`config.mk`:
```
export PLATFORM = sky130hd
export DESIGN_NAME = rr_wrapper
export DESIGN_NICKNAME = d
export VERILOG_FILES = /design/src/source/rr_pkg.sv /design/src/source/rr_csrs.sv /design/src/source/rr_write_recorder.sv /design/src/source/rr_trace_buffer.sv /design/src/source/rr_write_replayer.sv /design/src/source/rr_wrapper.sv
export SDC_FILE = /design/constraint.sdc
export NUM_CORES = 1
export LEC_CHECK = 0
export BUFFER_PORTS_ARGS = -buffer_cell sky130_fd_sc_hd__buf_2
export CAP_MARGIN = 10
export CORE_UTILIZATION = 50
export CTS_CLUSTER_DIAMETER = 80
export CTS_CLUSTER_SIZE = 16
export DETAILED_ROUTE_END_ITERATION = 6
export HOLD_SLACK_MARGIN = 0.06
export PLACE_DENSITY = 0.67
export SLEW_MARGIN = 20
export SYNTH_ARGS = -nofsm -noshare
export SYNTH_HDL_FRONTEND = slang
export SYNTH_HIERARCHICAL = 1
export SYNTH_SLANG_ARGS = --single-unit
```
`constraint.sdc`:
```
create_clock -name clk -period 8.1 [get_ports clk]
set_clock_uncertainty 0.2 [all_clocks]
set_input_delay 0.81 -clock clk [delete_from_list [all_inputs] [get_ports clk]]
set_output_delay 0.81 -clock clk [all_outputs]
set_load 0.01 [all_outputs]
```
`src/source/rr_pkg.sv`:
```
`default_nettype none

//////////////////////////////
// Shared widths and encodings
//////////////////////////////

package rr_pkg;

  // Write channel widths
  localparam int ADDR_W = 16;
  localparam int DATA_W = 32;

  // Configuration port offset width
  localparam int CFG_ADDR_W = 2;

  // Operating mode of the shim
  // Encoding 2'b11 is unused
  typedef enum logic [1:0] {
    RR_PASS   = 2'd0,
    RR_RECORD = 2'd1,
    RR_REPLAY = 2'd2
  } rr_mode_e;

  // Configuration register offsets
  // CFG_MODE takes the new mode from the low two data bits
  // CFG_CLEAR empties the trace
  // CFG_REPLAY_START kicks off a replay, honored only in replay mode
  typedef enum logic [CFG_ADDR_W-1:0] {
    CFG_MODE         = 2'd0,
    CFG_CLEAR        = 2'd1,
    CFG_REPLAY_START = 2'd2
  } cfg_reg_e;

  // Replayer FSM states
  // Fetch waits one cycle for the trace read
  // Issue holds the write until the user logic takes it
  typedef enum logic [1:0] {
    RP_IDLE  = 2'd0,
    RP_FETCH = 2'd1,
    RP_ISSUE = 2'd2
  } replay_state_e;

endpackage

`default_nettype wire

```
`src/source/rr_csrs.sv`:
```
`default_nettype none

module rr_csrs #(
  parameter int MODE_STAGES = 4
) (
  input  wire                       clk,
  input  wire                       i_reset,
  input  wire                       i_cfg_wr,
  input  var rr_pkg::cfg_reg_e      i_cfg_addr,
  input  wire [rr_pkg::DATA_W-1:0]  i_cfg_wdata,
  output rr_pkg::rr_mode_e          o_mode,
  output logic                      o_clear,
  output logic                      o_replay_start
);

  //////////////////////////////
  // Register stage
  //////////////////////////////

  rr_pkg::rr_mode_e       mode_r;
  logic                   clear_r;
  logic                   start_r;
  rr_pkg::rr_mode_e       wdata_mode;
  rr_pkg::rr_mode_e       mode_pipe [MODE_STAGES];
  logic [MODE_STAGES-1:0] clear_pipe;
  logic [MODE_STAGES-1:0] start_pipe;

  // Requested mode as carried in the write data
  assign wdata_mode = rr_pkg::rr_mode_e'(i_cfg_wdata[1:0]);

  always_ff @(posedge clk) begin
    if (i_reset) begin
      mode_r  <= rr_pkg::RR_PASS;
      clear_r <= 1'b0;
      start_r <= 1'b0;
    end else begin
      // Command strobes last a single cycle
      clear_r <= i_cfg_wr && (i_cfg_addr == rr_pkg::CFG_CLEAR);
      // Start only counts once replay mode is already registered
      start_r <= i_cfg_wr && (i_cfg_addr == rr_pkg::CFG_REPLAY_START) &&
                 (mode_r == rr_pkg::RR_REPLAY);
      // Low two data bits give the new mode
      if (i_cfg_wr && (i_cfg_addr == rr_pkg::CFG_MODE)) begin
        mode_r <= wdata_mode;
      end
    end
  end

  //////////////////////////////
  // Mode and command pipeline
  //////////////////////////////

  // Mode and pulses move together so every channel switches in one cycle
  always_ff @(posedge clk) begin
    if (i_reset) begin
      for (int i = 0; i < MODE_STAGES; i++) begin
        mode_pipe[i] <= rr_pkg::RR_PASS;
      end
      clear_pipe <= '0;
      start_pipe <= '0;
    end else begin
      mode_pipe[0]  <= mode_r;
      clear_pipe[0] <= clear_r;
      start_pipe[0] <= start_r;
      for (int i = 1; i < MODE_STAGES; i++) begin
        mode_pipe[i]  <= mode_pipe[i-1];
        clear_pipe[i] <= clear_pipe[i-1];
        start_pipe[i] <= start_pipe[i-1];
      end
    end
  end

  // Last stage feeds the consumers
  assign o_mode         = mode_pipe[MODE_STAGES-1];
  assign o_clear        = clear_pipe[MODE_STAGES-1];
  assign o_replay_start = start_pipe[MODE_STAGES-1];

  // Mode seen by the channels never carries the unused encoding
  a_mode_legal: assert property (@(posedge clk) disable iff (i_reset)
    o_mode inside {rr_pkg::RR_PASS, rr_pkg::RR_RECORD, rr_pkg::RR_REPLAY});

endmodule

`default_nettype wire

```
`src/source/rr_write_recorder.sv`:
```
`default_nettype none

module rr_write_recorder (
  input  wire                        clk,
  input  wire                        i_reset,
  input  var rr_pkg::rr_mode_e       i_mode,
  // Host side
  input  wire                        i_host_wvalid,
  output logic                       o_host_wready,
  input  wire [rr_pkg::ADDR_W-1:0]   i_host_waddr,
  input  wire [rr_pkg::DATA_W-1:0]   i_host_wdata,
  // Replay side
  input  wire                        i_rp_wvalid,
  output logic                       o_rp_wready,
  input  wire [rr_pkg::ADDR_W-1:0]   i_rp_waddr,
  input  wire [rr_pkg::DATA_W-1:0]   i_rp_wdata,
  // User logic side
  output logic                       o_cl_wvalid,
  input  wire                        i_cl_wready,
  output logic [rr_pkg::ADDR_W-1:0]  o_cl_waddr,
  output logic [rr_pkg::DATA_W-1:0]  o_cl_wdata,
  // Log entries toward the trace
  output logic                       o_log_valid,
  output logic [rr_pkg::ADDR_W-1:0]  o_log_addr,
  output logic [rr_pkg::DATA_W-1:0]  o_log_data
);

  //////////////////////////////
  // Source select
  //////////////////////////////

  logic replay_sel;
  logic record_en;
  logic xfer;

  assign replay_sel = (i_mode == rr_pkg::RR_REPLAY);
  assign record_en  = (i_mode == rr_pkg::RR_RECORD);

  // Combinational path from the chosen source to the user logic
  assign o_cl_wvalid = replay_sel ? i_rp_wvalid : i_host_wvalid;
  assign o_cl_waddr  = replay_sel ? i_rp_waddr  : i_host_waddr;
  assign o_cl_wdata  = replay_sel ? i_rp_wdata  : i_host_wdata;

  // Ready only reaches the side that is selected
  // Host stalls for the whole replay
  assign o_host_wready = !replay_sel && i_cl_wready;
  assign o_rp_wready   = replay_sel && i_cl_wready;

  // Completed transfer at the user logic port
  assign xfer = o_cl_wvalid && i_cl_wready;

  //////////////////////////////
  // Log entry
  //////////////////////////////

  // Strobe lands one cycle after the accepted write
  always_ff @(posedge clk) begin
    if (i_reset) begin
      o_log_valid <= 1'b0;
    end else begin
      o_log_valid <= record_en && xfer;
    end
  end

  // Payload only loads on a transfer
  always_ff @(posedge clk) begin
    if (xfer) begin
      o_log_addr <= o_cl_waddr;
      o_log_data <= o_cl_wdata;
    end
  end

  // A stalled write keeps its address until taken, unless the mode flips
  a_cl_addr_hold: assert property (@(posedge clk) disable iff (i_reset)
    (o_cl_wvalid && !i_cl_wready) ##1 $stable(i_mode)
      |-> o_cl_wvalid && $stable(o_cl_waddr));

endmodule

`default_nettype wire

```
`src/source/rr_trace_buffer.sv`:
```
`default_nettype none

module rr_trace_buffer #(
  parameter int TRACE_DEPTH = 16
) (
  input  wire                               clk,
  input  wire                               i_reset,
  input  wire                               i_clear,
  // Append side
  input  wire                               i_log_valid,
  input  wire [rr_pkg::ADDR_W-1:0]          i_log_addr,
  input  wire [rr_pkg::DATA_W-1:0]          i_log_data,
  // Indexed read side
  input  wire [$clog2(TRACE_DEPTH)-1:0]     i_rd_index,
  output logic [rr_pkg::ADDR_W-1:0]         o_rd_addr,
  output logic [rr_pkg::DATA_W-1:0]         o_rd_data,
  // Status
  output logic [$clog2(TRACE_DEPTH+1)-1:0]  o_count,
  output logic                              o_overflow
);

  localparam int IDX_W = $clog2(TRACE_DEPTH);
  localparam int CNT_W = $clog2(TRACE_DEPTH+1);

  //////////////////////////////
  // Storage
  //////////////////////////////

  logic [rr_pkg::ADDR_W-1:0] mem_addr [TRACE_DEPTH];
  logic [rr_pkg::DATA_W-1:0] mem_data [TRACE_DEPTH];
  logic [CNT_W-1:0]          count_q;
  logic                      overflow_q;
  logic                      full;
  logic                      append;

  assign full = (count_q == CNT_W'(TRACE_DEPTH));

  // Clear wins over a same-cycle entry
  assign append = i_log_valid && !full && !i_clear;

  // Entries go in at the current count
  always_ff @(posedge clk) begin
    if (append) begin
      mem_addr[count_q[IDX_W-1:0]] <= i_log_addr;
      mem_data[count_q[IDX_W-1:0]] <= i_log_data;
    end
  end

  //////////////////////////////
  // Count and overflow
  //////////////////////////////

  always_ff @(posedge clk) begin
    if (i_reset || i_clear) begin
      count_q    <= '0;
      overflow_q <= 1'b0;
    end else if (append) begin
      count_q <= count_q + 1'b1;
    end else if (i_log_valid && full) begin
      // Entry dropped, flag stays up until a clear
      overflow_q <= 1'b1;
    end
  end

  assign o_count    = count_q;
  assign o_overflow = overflow_q;

  //////////////////////////////
  // Registered read
  //////////////////////////////

  // Reads leave the trace intact so it can replay again
  always_ff @(posedge clk) begin
    o_rd_addr <= mem_addr[i_rd_index];
    o_rd_data <= mem_data[i_rd_index];
  end

endmodule

`default_nettype wire

```
`src/source/rr_write_replayer.sv`:
```
`default_nettype none

module rr_write_replayer #(
  parameter int TRACE_DEPTH = 16
) (
  input  wire                               clk,
  input  wire                               i_reset,
  input  wire                               i_start,
  input  wire [$clog2(TRACE_DEPTH+1)-1:0]   i_count,
  // Trace read port
  output logic [$clog2(TRACE_DEPTH)-1:0]    o_rd_index,
  input  wire [rr_pkg::ADDR_W-1:0]          i_rd_addr,
  input  wire [rr_pkg::DATA_W-1:0]          i_rd_data,
  // Replay write channel
  output logic                              o_rp_wvalid,
  input  wire                               i_rp_wready,
  output logic [rr_pkg::ADDR_W-1:0]         o_rp_waddr,
  output logic [rr_pkg::DATA_W-1:0]         o_rp_wdata,
  output logic                              o_busy
);

  localparam int IDX_W = $clog2(TRACE_DEPTH);
  localparam int CNT_W = $clog2(TRACE_DEPTH+1);

  rr_pkg::replay_state_e state_q;
  logic [CNT_W-1:0]      count_q;
  logic [CNT_W-1:0]      idx_q;
  logic [CNT_W-1:0]      idx_next;

  assign idx_next   = idx_q + 1'b1;
  assign o_rd_index = idx_q[IDX_W-1:0];

  // Trace read data goes straight out while issuing
  assign o_rp_wvalid = (state_q == rr_pkg::RP_ISSUE);
  assign o_rp_waddr  = i_rd_addr;
  assign o_rp_wdata  = i_rd_data;
  assign o_busy      = (state_q != rr_pkg::RP_IDLE);

  //////////////////////////////
  // Replay FSM
  //////////////////////////////

  always_ff @(posedge clk) begin
    if (i_reset) begin
      state_q <= rr_pkg::RP_IDLE;
      count_q <= '0;
      idx_q   <= '0;
    end else begin
      case (state_q)
        rr_pkg::RP_IDLE: begin
          // Snapshot the trace length, start from entry zero
          if (i_start) begin
            count_q <= i_count;
            idx_q   <= '0;
            state_q <= rr_pkg::RP_FETCH;
          end
        end
        rr_pkg::RP_FETCH: begin
          // Empty trace ends here after one busy cycle
          state_q <= (idx_q == count_q) ? rr_pkg::RP_IDLE : rr_pkg::RP_ISSUE;
        end
        rr_pkg::RP_ISSUE: begin
          if (i_rp_wready) begin
            idx_q   <= idx_next;
            state_q <= (idx_next == count_q) ? rr_pkg::RP_IDLE : rr_pkg::RP_FETCH;
          end
        end
        default: state_q <= rr_pkg::RP_IDLE;
      endcase
    end
  end

  // Valid only while issuing, with the read index unchanged since the fetch
  a_issue_aligned: assert property (@(posedge clk) disable iff (i_reset)
    o_rp_wvalid |-> (state_q == rr_pkg::RP_ISSUE) &&
                    ($past(state_q) != rr_pkg::RP_IDLE) && $stable(o_rd_index));

endmodule

`default_nettype wire

```
`src/source/rr_wrapper.sv`:
```
`default_nettype none

module rr_wrapper #(
  parameter int TRACE_DEPTH = 16,
  parameter int MODE_STAGES = 4
) (
  input  wire                               clk,
  input  wire                               i_reset,
  // Configuration port
  input  wire                               i_cfg_wr,
  input  var rr_pkg::cfg_reg_e              i_cfg_addr,
  input  wire [rr_pkg::DATA_W-1:0]          i_cfg_wdata,
  // Host write channel
  input  wire                               i_host_wvalid,
  output logic                              o_host_wready,
  input  wire [rr_pkg::ADDR_W-1:0]          i_host_waddr,
  input  wire [rr_pkg::DATA_W-1:0]          i_host_wdata,
  // User logic write channel
  output logic                              o_cl_wvalid,
  input  wire                               i_cl_wready,
  output logic [rr_pkg::ADDR_W-1:0]         o_cl_waddr,
  output logic [rr_pkg::DATA_W-1:0]         o_cl_wdata,
  // Status
  output logic [$clog2(TRACE_DEPTH+1)-1:0]  o_trace_count,
  output logic                              o_trace_overflow,
  output logic                              o_replay_busy
);

  rr_pkg::rr_mode_e                   mode;
  logic                               clear;
  logic                               replay_start;
  logic                               log_valid;
  logic [rr_pkg::ADDR_W-1:0]          log_addr;
  logic [rr_pkg::DATA_W-1:0]          log_data;
  logic [$clog2(TRACE_DEPTH)-1:0]     rd_index;
  logic [rr_pkg::ADDR_W-1:0]          rd_addr;
  logic [rr_pkg::DATA_W-1:0]          rd_data;
  logic                               rp_wvalid;
  logic                               rp_wready;
  logic [rr_pkg::ADDR_W-1:0]          rp_waddr;
  logic [rr_pkg::DATA_W-1:0]          rp_wdata;

  //////////////////////////////
  // Mode and commands
  //////////////////////////////

  rr_csrs #(.MODE_STAGES(MODE_STAGES)) csrs_i (
    .clk(clk), .i_reset(i_reset),
    .i_cfg_wr(i_cfg_wr), .i_cfg_addr(i_cfg_addr), .i_cfg_wdata(i_cfg_wdata),
    .o_mode(mode), .o_clear(clear), .o_replay_start(replay_start)
  );

  // Host or replay toward the user logic, logging on the way
  rr_write_recorder recorder_i (
    .clk(clk), .i_reset(i_reset), .i_mode(mode),
    .i_host_wvalid(i_host_wvalid), .o_host_wready(o_host_wready),
    .i_host_waddr(i_host_waddr), .i_host_wdata(i_host_wdata),
    .i_rp_wvalid(rp_wvalid), .o_rp_wready(rp_wready),
    .i_rp_waddr(rp_waddr), .i_rp_wdata(rp_wdata),
    .o_cl_wvalid(o_cl_wvalid), .i_cl_wready(i_cl_wready),
    .o_cl_waddr(o_cl_waddr), .o_cl_wdata(o_cl_wdata),
    .o_log_valid(log_valid), .o_log_addr(log_addr), .o_log_data(log_data)
  );

  //////////////////////////////
  // Trace and playback
  //////////////////////////////

  rr_trace_buffer #(.TRACE_DEPTH(TRACE_DEPTH)) trace_i (
    .clk(clk), .i_reset(i_reset), .i_clear(clear),
    .i_log_valid(log_valid), .i_log_addr(log_addr), .i_log_data(log_data),
    .i_rd_index(rd_index), .o_rd_addr(rd_addr), .o_rd_data(rd_data),
    .o_count(o_trace_count), .o_overflow(o_trace_overflow)
  );

  rr_write_replayer #(.TRACE_DEPTH(TRACE_DEPTH)) replayer_i (
    .clk(clk), .i_reset(i_reset), .i_start(replay_start), .i_count(o_trace_count),
    .o_rd_index(rd_index), .i_rd_addr(rd_addr), .i_rd_data(rd_data),
    .o_rp_wvalid(rp_wvalid), .i_rp_wready(rp_wready),
    .o_rp_waddr(rp_waddr), .o_rp_wdata(rp_wdata),
    .o_busy(o_replay_busy)
  );

endmodule

`default_nettype wire

```
==> impl_metrics.env, run 1 <==
export IMPL_rsz0062_at_grt="false"
export IMPL_die_h_um=263
export IMPL_power_w=0.00827
export IMPL_status="finished, final reports clean"
export IMPL_dpl_cell_area_um2=35200
export IMPL_irDropWorstVdd_mv=0.129
export IMPL_final_hold_viol_count=0
export IMPL_antenna_cells=0
export IMPL_antenna_found_initial=0
export IMPL_post_route_period_util_pct=51.6
export IMPL_tightestPinTransition_ns=1.08
export IMPL_gp_congestion=0.736
export IMPL_dr_wl_met2_um=33500
export IMPL_cts_buffers=66
export IMPL_synth_xor_area_share_pct=0.180
export IMPL_synthMuxAreaShare_pct=15.2
export IMPL_dr_max_layer_used="met4"
export IMPL_drt_wl_total_um=68000
export IMPL_avgSynthCellArea_um2=21.7
export IMPL_yosys_area_share_simple_pct=2.26
export IMPL_yosysTopAreaCell="edfxtp_1"
export IMPL_nets=1744
export IMPL_synthMostInstantiatedCell="edfxtp_1"
export IMPL_synth_seq_area_share_pct=77.1
export IMPL_crit_path_start="csrs_i/mode_pipe[0][7]"
export IMPL_fp_row_count=95
export IMPL_cts_sinks=903
export IMPL_critPathCaptureType="output pin"
export IMPL_hold_path_class="in2reg"
export IMPL_htreeDepth=3
export IMPL_cp_start_kind="register"
export IMPL_synth_edf_count=816
export IMPL_period_needed_ns=4.18
export IMPL_worst_ep_arrival_time_ns=3.17
export IMPL_hold_worst_slack_ns=0.233
export IMPL_synth_adder_area_share_pct=0.184
export IMPL_synth_top_family_by_area="multiplexers"
export IMPL_crit_type="reg2out"
export IMPL_finalInstanceArea_um2=37200
export IMPL_worstSkewPairLatency_ns=0.61
export IMPL_grt_max_degree=154
export IMPL_initial_core_util_pct=50.6
export IMPL_overflow=0
export IMPL_grt_pass1_wl_um=102000
export IMPL_portBuffers=113
export IMPL_cts_hold_buf=0
export IMPL_p_leak_nw=11.6
export IMPL_die_x_um=263
export IMPL_synthFlopType="edfxtp_1"
export IMPL_maxSlewHeadroom_pct=27.6
export IMPL_fmax_ghz=0.239
export IMPL_syn_instance_count=1570
export IMPL_place_hpwl_um=31600
export IMPL_cts_tree="built"
export IMPL_power_per_cell_area_nw_per_um2=223
export IMPL_drive_gt1_share_pct=28.7
export IMPL_fin_tns_setup_ns=0
export IMPL_drt_iter0_drc=1360
export IMPL_wl_per_cell_um=26.4
export IMPL_syn_to_final_growth_pct=9.18
export IMPL_r2r_cells=6
export IMPL_async_flop_share_pct=0
export IMPL_synth_compound_area_share_pct=2.44
export IMPL_slew_viol_final=0
export IMPL_cts_resized=0
export IMPL_vias=15311
export IMPL_synth_common_cells="edfxtp_1 (816), mux4_2 (192), a22oi_1 (96)"
export IMPL_setup_violations_final=0
export IMPL_crit_required_ns=7.09
export IMPL_r2r_start="trace_i/o_count[0]"
export IMPL_post_route_util_pct=55.3
export IMPL_drc=0
export IMPL_viasPerCell=5.95
export IMPL_ios=144
export IMPL_dieArea_um2=69100
export IMPL_cp_max_fo=31
export IMPL_ys_warn_count=6
export IMPL_hold_path_startpoint="i_cfg_addr[1]"
export IMPL_synth_seq_cells=903
export IMPL_ant_nets=0
export IMPL_post_cts_setup_buffers=0
export IMPL_cap_violations=0
export IMPL_path_clk_slew_ns=0.07
export IMPL_wl_met3_um=4370
export IMPL_m1WireLength_um=29000
export IMPL_synth_area_um2=34000
export IMPL_grt_use_total_pct=20.1
export IMPL_cts_root_buffer="clkbuf_16"
export IMPL_grt_pass1_vias=16039
export IMPL_max_clock_path_buffers=3
export IMPL_synth_top_area_share_pct=72.0
export IMPL_core_um2=67300
export IMPL_hold_depth=2
export IMPL_synthTopCellsByArea="edfxtp_1 (72%), mux4_2 (13%), dfxtp_1 (5.1%), a22oi_1 (2.1%), mux2_4 (2.1%)"
export IMPL_ys_types=50
export IMPL_syn_num_nets=1662
export IMPL_dr_pass1_iters=5
area by class of cell:
cell class,instances,area (um2)
fill,4981,30100
timing repair buffer,143,816
inverter,8,30.0
clock inverter,3,25.0
clock buffer,115,1910
sequential,903,26300
multi-input combinational,530,7050
tap,873,1090
flip-flops by register name, summed over array words and instances (netlist names):
| register | cells |
|---|---|
| csrs_i/clear_pipe | 4 |
| csrs_i/clear_r | 1 |
| csrs_i/mode_pipe | 8 |
| csrs_i/mode_r | 2 |
| csrs_i/start_pipe | 4 |
| csrs_i/start_r | 1 |
| recorder_i/o_log_addr | 16 |
| recorder_i/o_log_data | 32 |
| recorder_i/o_log_valid | 1 |
| replayer_i/count_q | 5 |
| replayer_i/idx_q | 5 |
| replayer_i/state_q | 2 |
| trace_i/mem_addr | 256 |
| trace_i/mem_data | 512 |
| trace_i/o_count | 5 |
| trace_i/o_overflow | 1 |
| trace_i/o_rd_addr | 16 |
| trace_i/o_rd_data | 32 |
per-stage QoR:
| step | std cells | setup slack, ns |
|---|---|---|
| CTS | 2575 | 3.83 |
| global placement | 2457 | 4.55 |
| finish | 2575 | 3.92 |
| floorplan | 1570 | 1.76 |
| detailed placement | 2457 | 4.52 |
| global route | 2575 | 3.78 |
metal layers:
| metal | GRT usage [%] | vias up |
|---|---|---|
| met4 | 5.37 | 0 |
| met3 | 2.87 | 62 |
| met1 | 28.9 | 8190 |
| met2 | 32.5 | 517 |
| met5 | 0 | - |
| li1 | - | 6542 |
final timing paths:
path,endpoint,slack [ns]
min reg2reg,csrs_i/clear_pipe[3],0.24
max reg2reg,trace_i/mem_data[4][4],4.54
min,csrs_i/clear_r,0.23
max,o_cl_wdata[31],3.92
cells in the final DEF (no fill, tap or decap), types with 2 or more instances in the layout:
| master | count |
|---|---|
| nor3b_4 | 2 |
| dfxtp_1 | 85 |
| buf_4 | 28 |
| inv_1 | 7 |
| nor2_1 | 23 |
| nor4bb_1 | 2 |
| buf_12 | 2 |
| mux2i_1 | 10 |
| clkbuf_1 | 45 |
| o21ai_0 | 3 |
| nor2b_1 | 15 |
| xor2_1 | 3 |
| ha_1 | 5 |
| nand4bb_1 | 2 |
| nand2b_1 | 3 |
| nor2b_4 | 3 |
| mux2_4 | 48 |
| and2b_1 | 3 |
| nand2_1 | 55 |
| buf_2 | 113 |
| inv_6 | 2 |
| nor2b_2 | 2 |
| o21a_1 | 2 |
| a22oi_1 | 96 |
| or2_1 | 2 |
| clkbuf_16 | 69 |
| dfxtp_4 | 2 |
| nor2_4 | 12 |
| nor3_2 | 4 |
| edfxtp_1 | 816 |
| nand3_1 | 9 |
| xnor2_1 | 4 |
| mux2_2 | 2 |
| and2_1 | 2 |
| mux4_2 | 192 |
| a21oi_1 | 7 |
where the power goes:
part	total [W]	internal (W)	leakage (nW)	switching [W]
Combinational	0.0000754	0.0000377	2.59	0.0000376
Clock	0.00309	0.00161	0.920	0.00149
Sequential	0.00510	0.00506	8.07	0.0000374
Total	0.00827	0.00671	11.6	0.00156
critical path, stage by stage (launching register included):
cell and delay [ns]:
dfxtp_1 0.34, nor2b_4 0.81, buf_4 0.73, mux2_2 0.46, buf_2 0.15
cells by family (layout without fill, tap and decap cells):
kind of cell | Yosys count | after routing
compound gates | 114 | 114
xor+xnor | 7 | 7
fa+ha+maj | 5 | 5
buf+inv | 137 | 269
flops | 903 | 903
mux | 253 | 253
simple gates | 151 | 151
(Power assumes the default switching activity.)
==> run 2, diff against run 1 <==
==> constraint.sdc (replaced) <==
create_clock -name clk -period 4.2 [get_ports clk]
set_clock_uncertainty 0.2 [all_clocks]
set_input_delay 0.42 -clock clk [delete_from_list [all_inputs] [get_ports clk]]
set_output_delay 0.42 -clock clk [all_outputs]
set_load 0.01 [all_outputs]
==> run 2 against run 1 <==
  * Routed wire length grew 0.28%
  * Non-clock buffer count grew 63
  * Cell count grew 2.4%
  * Via count grew 1.5%
  * Cell area grew 2.4%
  * Critical endpoint is now trace_i/mem_addr[6][11]
  * Global-route usage grew 0.12 points
  * Critical path depth grew 2
  * Register-to-register slack lost 3.4 ns
  * Sequential share of layout area shrank 1.6 points
  * Power grew 93%
  * Flip-flop and latch count is the same
  * Critical path type is now reg2reg
==> impl_metrics.env, run 2 (synthesis results as in run 1) <==
export IMPL_status="finished, final reports clean"
export IMPL_grt_max_degree=70
export IMPL_p_leak_nw=11.9
export IMPL_die_h_um=263
export IMPL_dp_slack_ns=1.16
export IMPL_setup_violations_final=0
export IMPL_crit_path_start="trace_i/o_count[0]"
export IMPL_post_route_period_util_pct=73.4
export IMPL_cp_start_kind="register"
export IMPL_fin_tns_setup_ns=0
export IMPL_htreeDepth=3
export IMPL_wl_per_cell_um=25.9
export IMPL_worst_ep_arrival_time_ns=3.17
export IMPL_max_clock_path_buffers=3
export IMPL_maxSlewHeadroom_pct=31.8
export IMPL_nets=1807
export IMPL_hold_path_startpoint="i_reset"
export IMPL_cp_max_fo=22
export IMPL_finalInstanceArea_um2=38100
export IMPL_final_common_cell="edfxtp_1"
export IMPL_overflow=0
export IMPL_viasPerCell=5.89
export IMPL_antenna_found_initial=0
export IMPL_die_x_um=263
export IMPL_post_route_util_pct=56.6
export IMPL_slew_viol_final=0
export IMPL_portBuffers=113
export IMPL_ios=144
export IMPL_place_hpwl_um=33700
export IMPL_hold_worst_slack_ns=0.106
export IMPL_period_needed_ns=3.08
export IMPL_gp_congestion=0.753
export IMPL_grt_pass1_vias=16285
export IMPL_largest_reg_flops=512
export IMPL_core_um2=67300
export IMPL_crit_required_ns=4.28
export IMPL_final_hold_viol_count=0
export IMPL_r2r_start="trace_i/o_count[0]"
export IMPL_path_clk_slew_ns=0.07
export IMPL_grt_use_total_pct=20.2
export IMPL_post_cts_setup_buffers=0
export IMPL_cts_tree="built"
export IMPL_drive_gt1_share_pct=27.9
export IMPL_fp_row_count=95
export IMPL_mostFrequentLayoutCells="edfxtp_1 (816), mux4_2 (192), buf_2 (113), a22oi_1 (96), dfxtp_1 (85)"
export IMPL_drc=0
export IMPL_critPathCaptureType="register"
export IMPL_antenna_cells=0
export IMPL_power_per_cell_area_nw_per_um2=420
export IMPL_irDropWorstVdd_mv=0.300
export IMPL_dr_pass1_iters=5
export IMPL_fmax_ghz=0.324
export IMPL_setup_ws_ns=1.12
export IMPL_syn_to_final_growth_pct=11.8
export IMPL_hold_path_class="in2reg"
export IMPL_dieArea_um2=69100
export IMPL_rsz0062_at_grt="false"
export IMPL_drt_wl_total_um=68200
export IMPL_grt_pass1_wl_um=103000
export IMPL_initial_core_util_pct=50.6
export IMPL_cap_violations=0
export IMPL_drt_iter0_drc=1334
export IMPL_vias=15537
export IMPL_cts_sinks=903
export IMPL_ant_nets=0
export IMPL_dpl_cell_area_um2=35600
export IMPL_cts_buffers=66
export IMPL_r2r_slack_ns=1.12
export IMPL_tightestPinTransition_ns=1.02
export IMPL_cts_root_buffer="clkbuf_16"
export IMPL_worstSkewPairLatency_ns=0.61
export IMPL_cts_resized=0
export IMPL_crit_type="reg2reg"
export IMPL_cts_hold_buf=58
## run 2: cell type report
cell class | instances | area [um2]
clock buffers | 113 | 1890
clock inverters | 3 | 28.8
fillers | 4958 | 29200
inverters | 8 | 30.0
multi-input cells | 530 | 7060
flip-flops and latches | 903 | 26300
well taps | 873 | 1090
repair buffers | 206 | 1700
## run 2: worst paths after layout
kind / end / depth (start not counted)
min reg2reg: csrs_i/start_pipe[2] / 1
max reg2reg: trace_i/mem_addr[6][11] / 6
max: trace_i/mem_addr[6][11] / 6
min: replayer_i/idx_q[3] / 2
## run 2: stage by stage
step | power [W] | cells
after detailed placement | 0.0102 | 2462
after CTS | 0.0161 | 2636
after global placement | 0.0102 | 2462
after global routing | 0.0164 | 2636
final | 0.0160 | 2636
after floorplan | 0.0101 | 1570
## run 2: power by group
group          internal (W)  switching [W]  total [W]
combinational      0.000109      0.0000839   0.000193
sequential          0.00977      0.0000709    0.00984
clock               0.00308        0.00286    0.00593
total                0.0130        0.00301     0.0160
## run 2: worst max-delay path: stages, from the launching register on
cell and delay [ns]:
dfxtp_1 0.46, inv_1 0.12, ha_1 0.25, nand4bb_1 0.22, nand3_1 0.36, nor2_4 0.80, buf_12 0.32
## run 2: routing by layer
layer | routed length [um] | GRT usage (%) | part of all wire [%]
met1 | 29500 | 29.1 | 43
met2 | 33200 | 32.7 | 49
met3 | 4240 | 2.73 | 6.2
met4 | 1240 | 5.60 | 1.8
met5 | 0 | 0 | 0
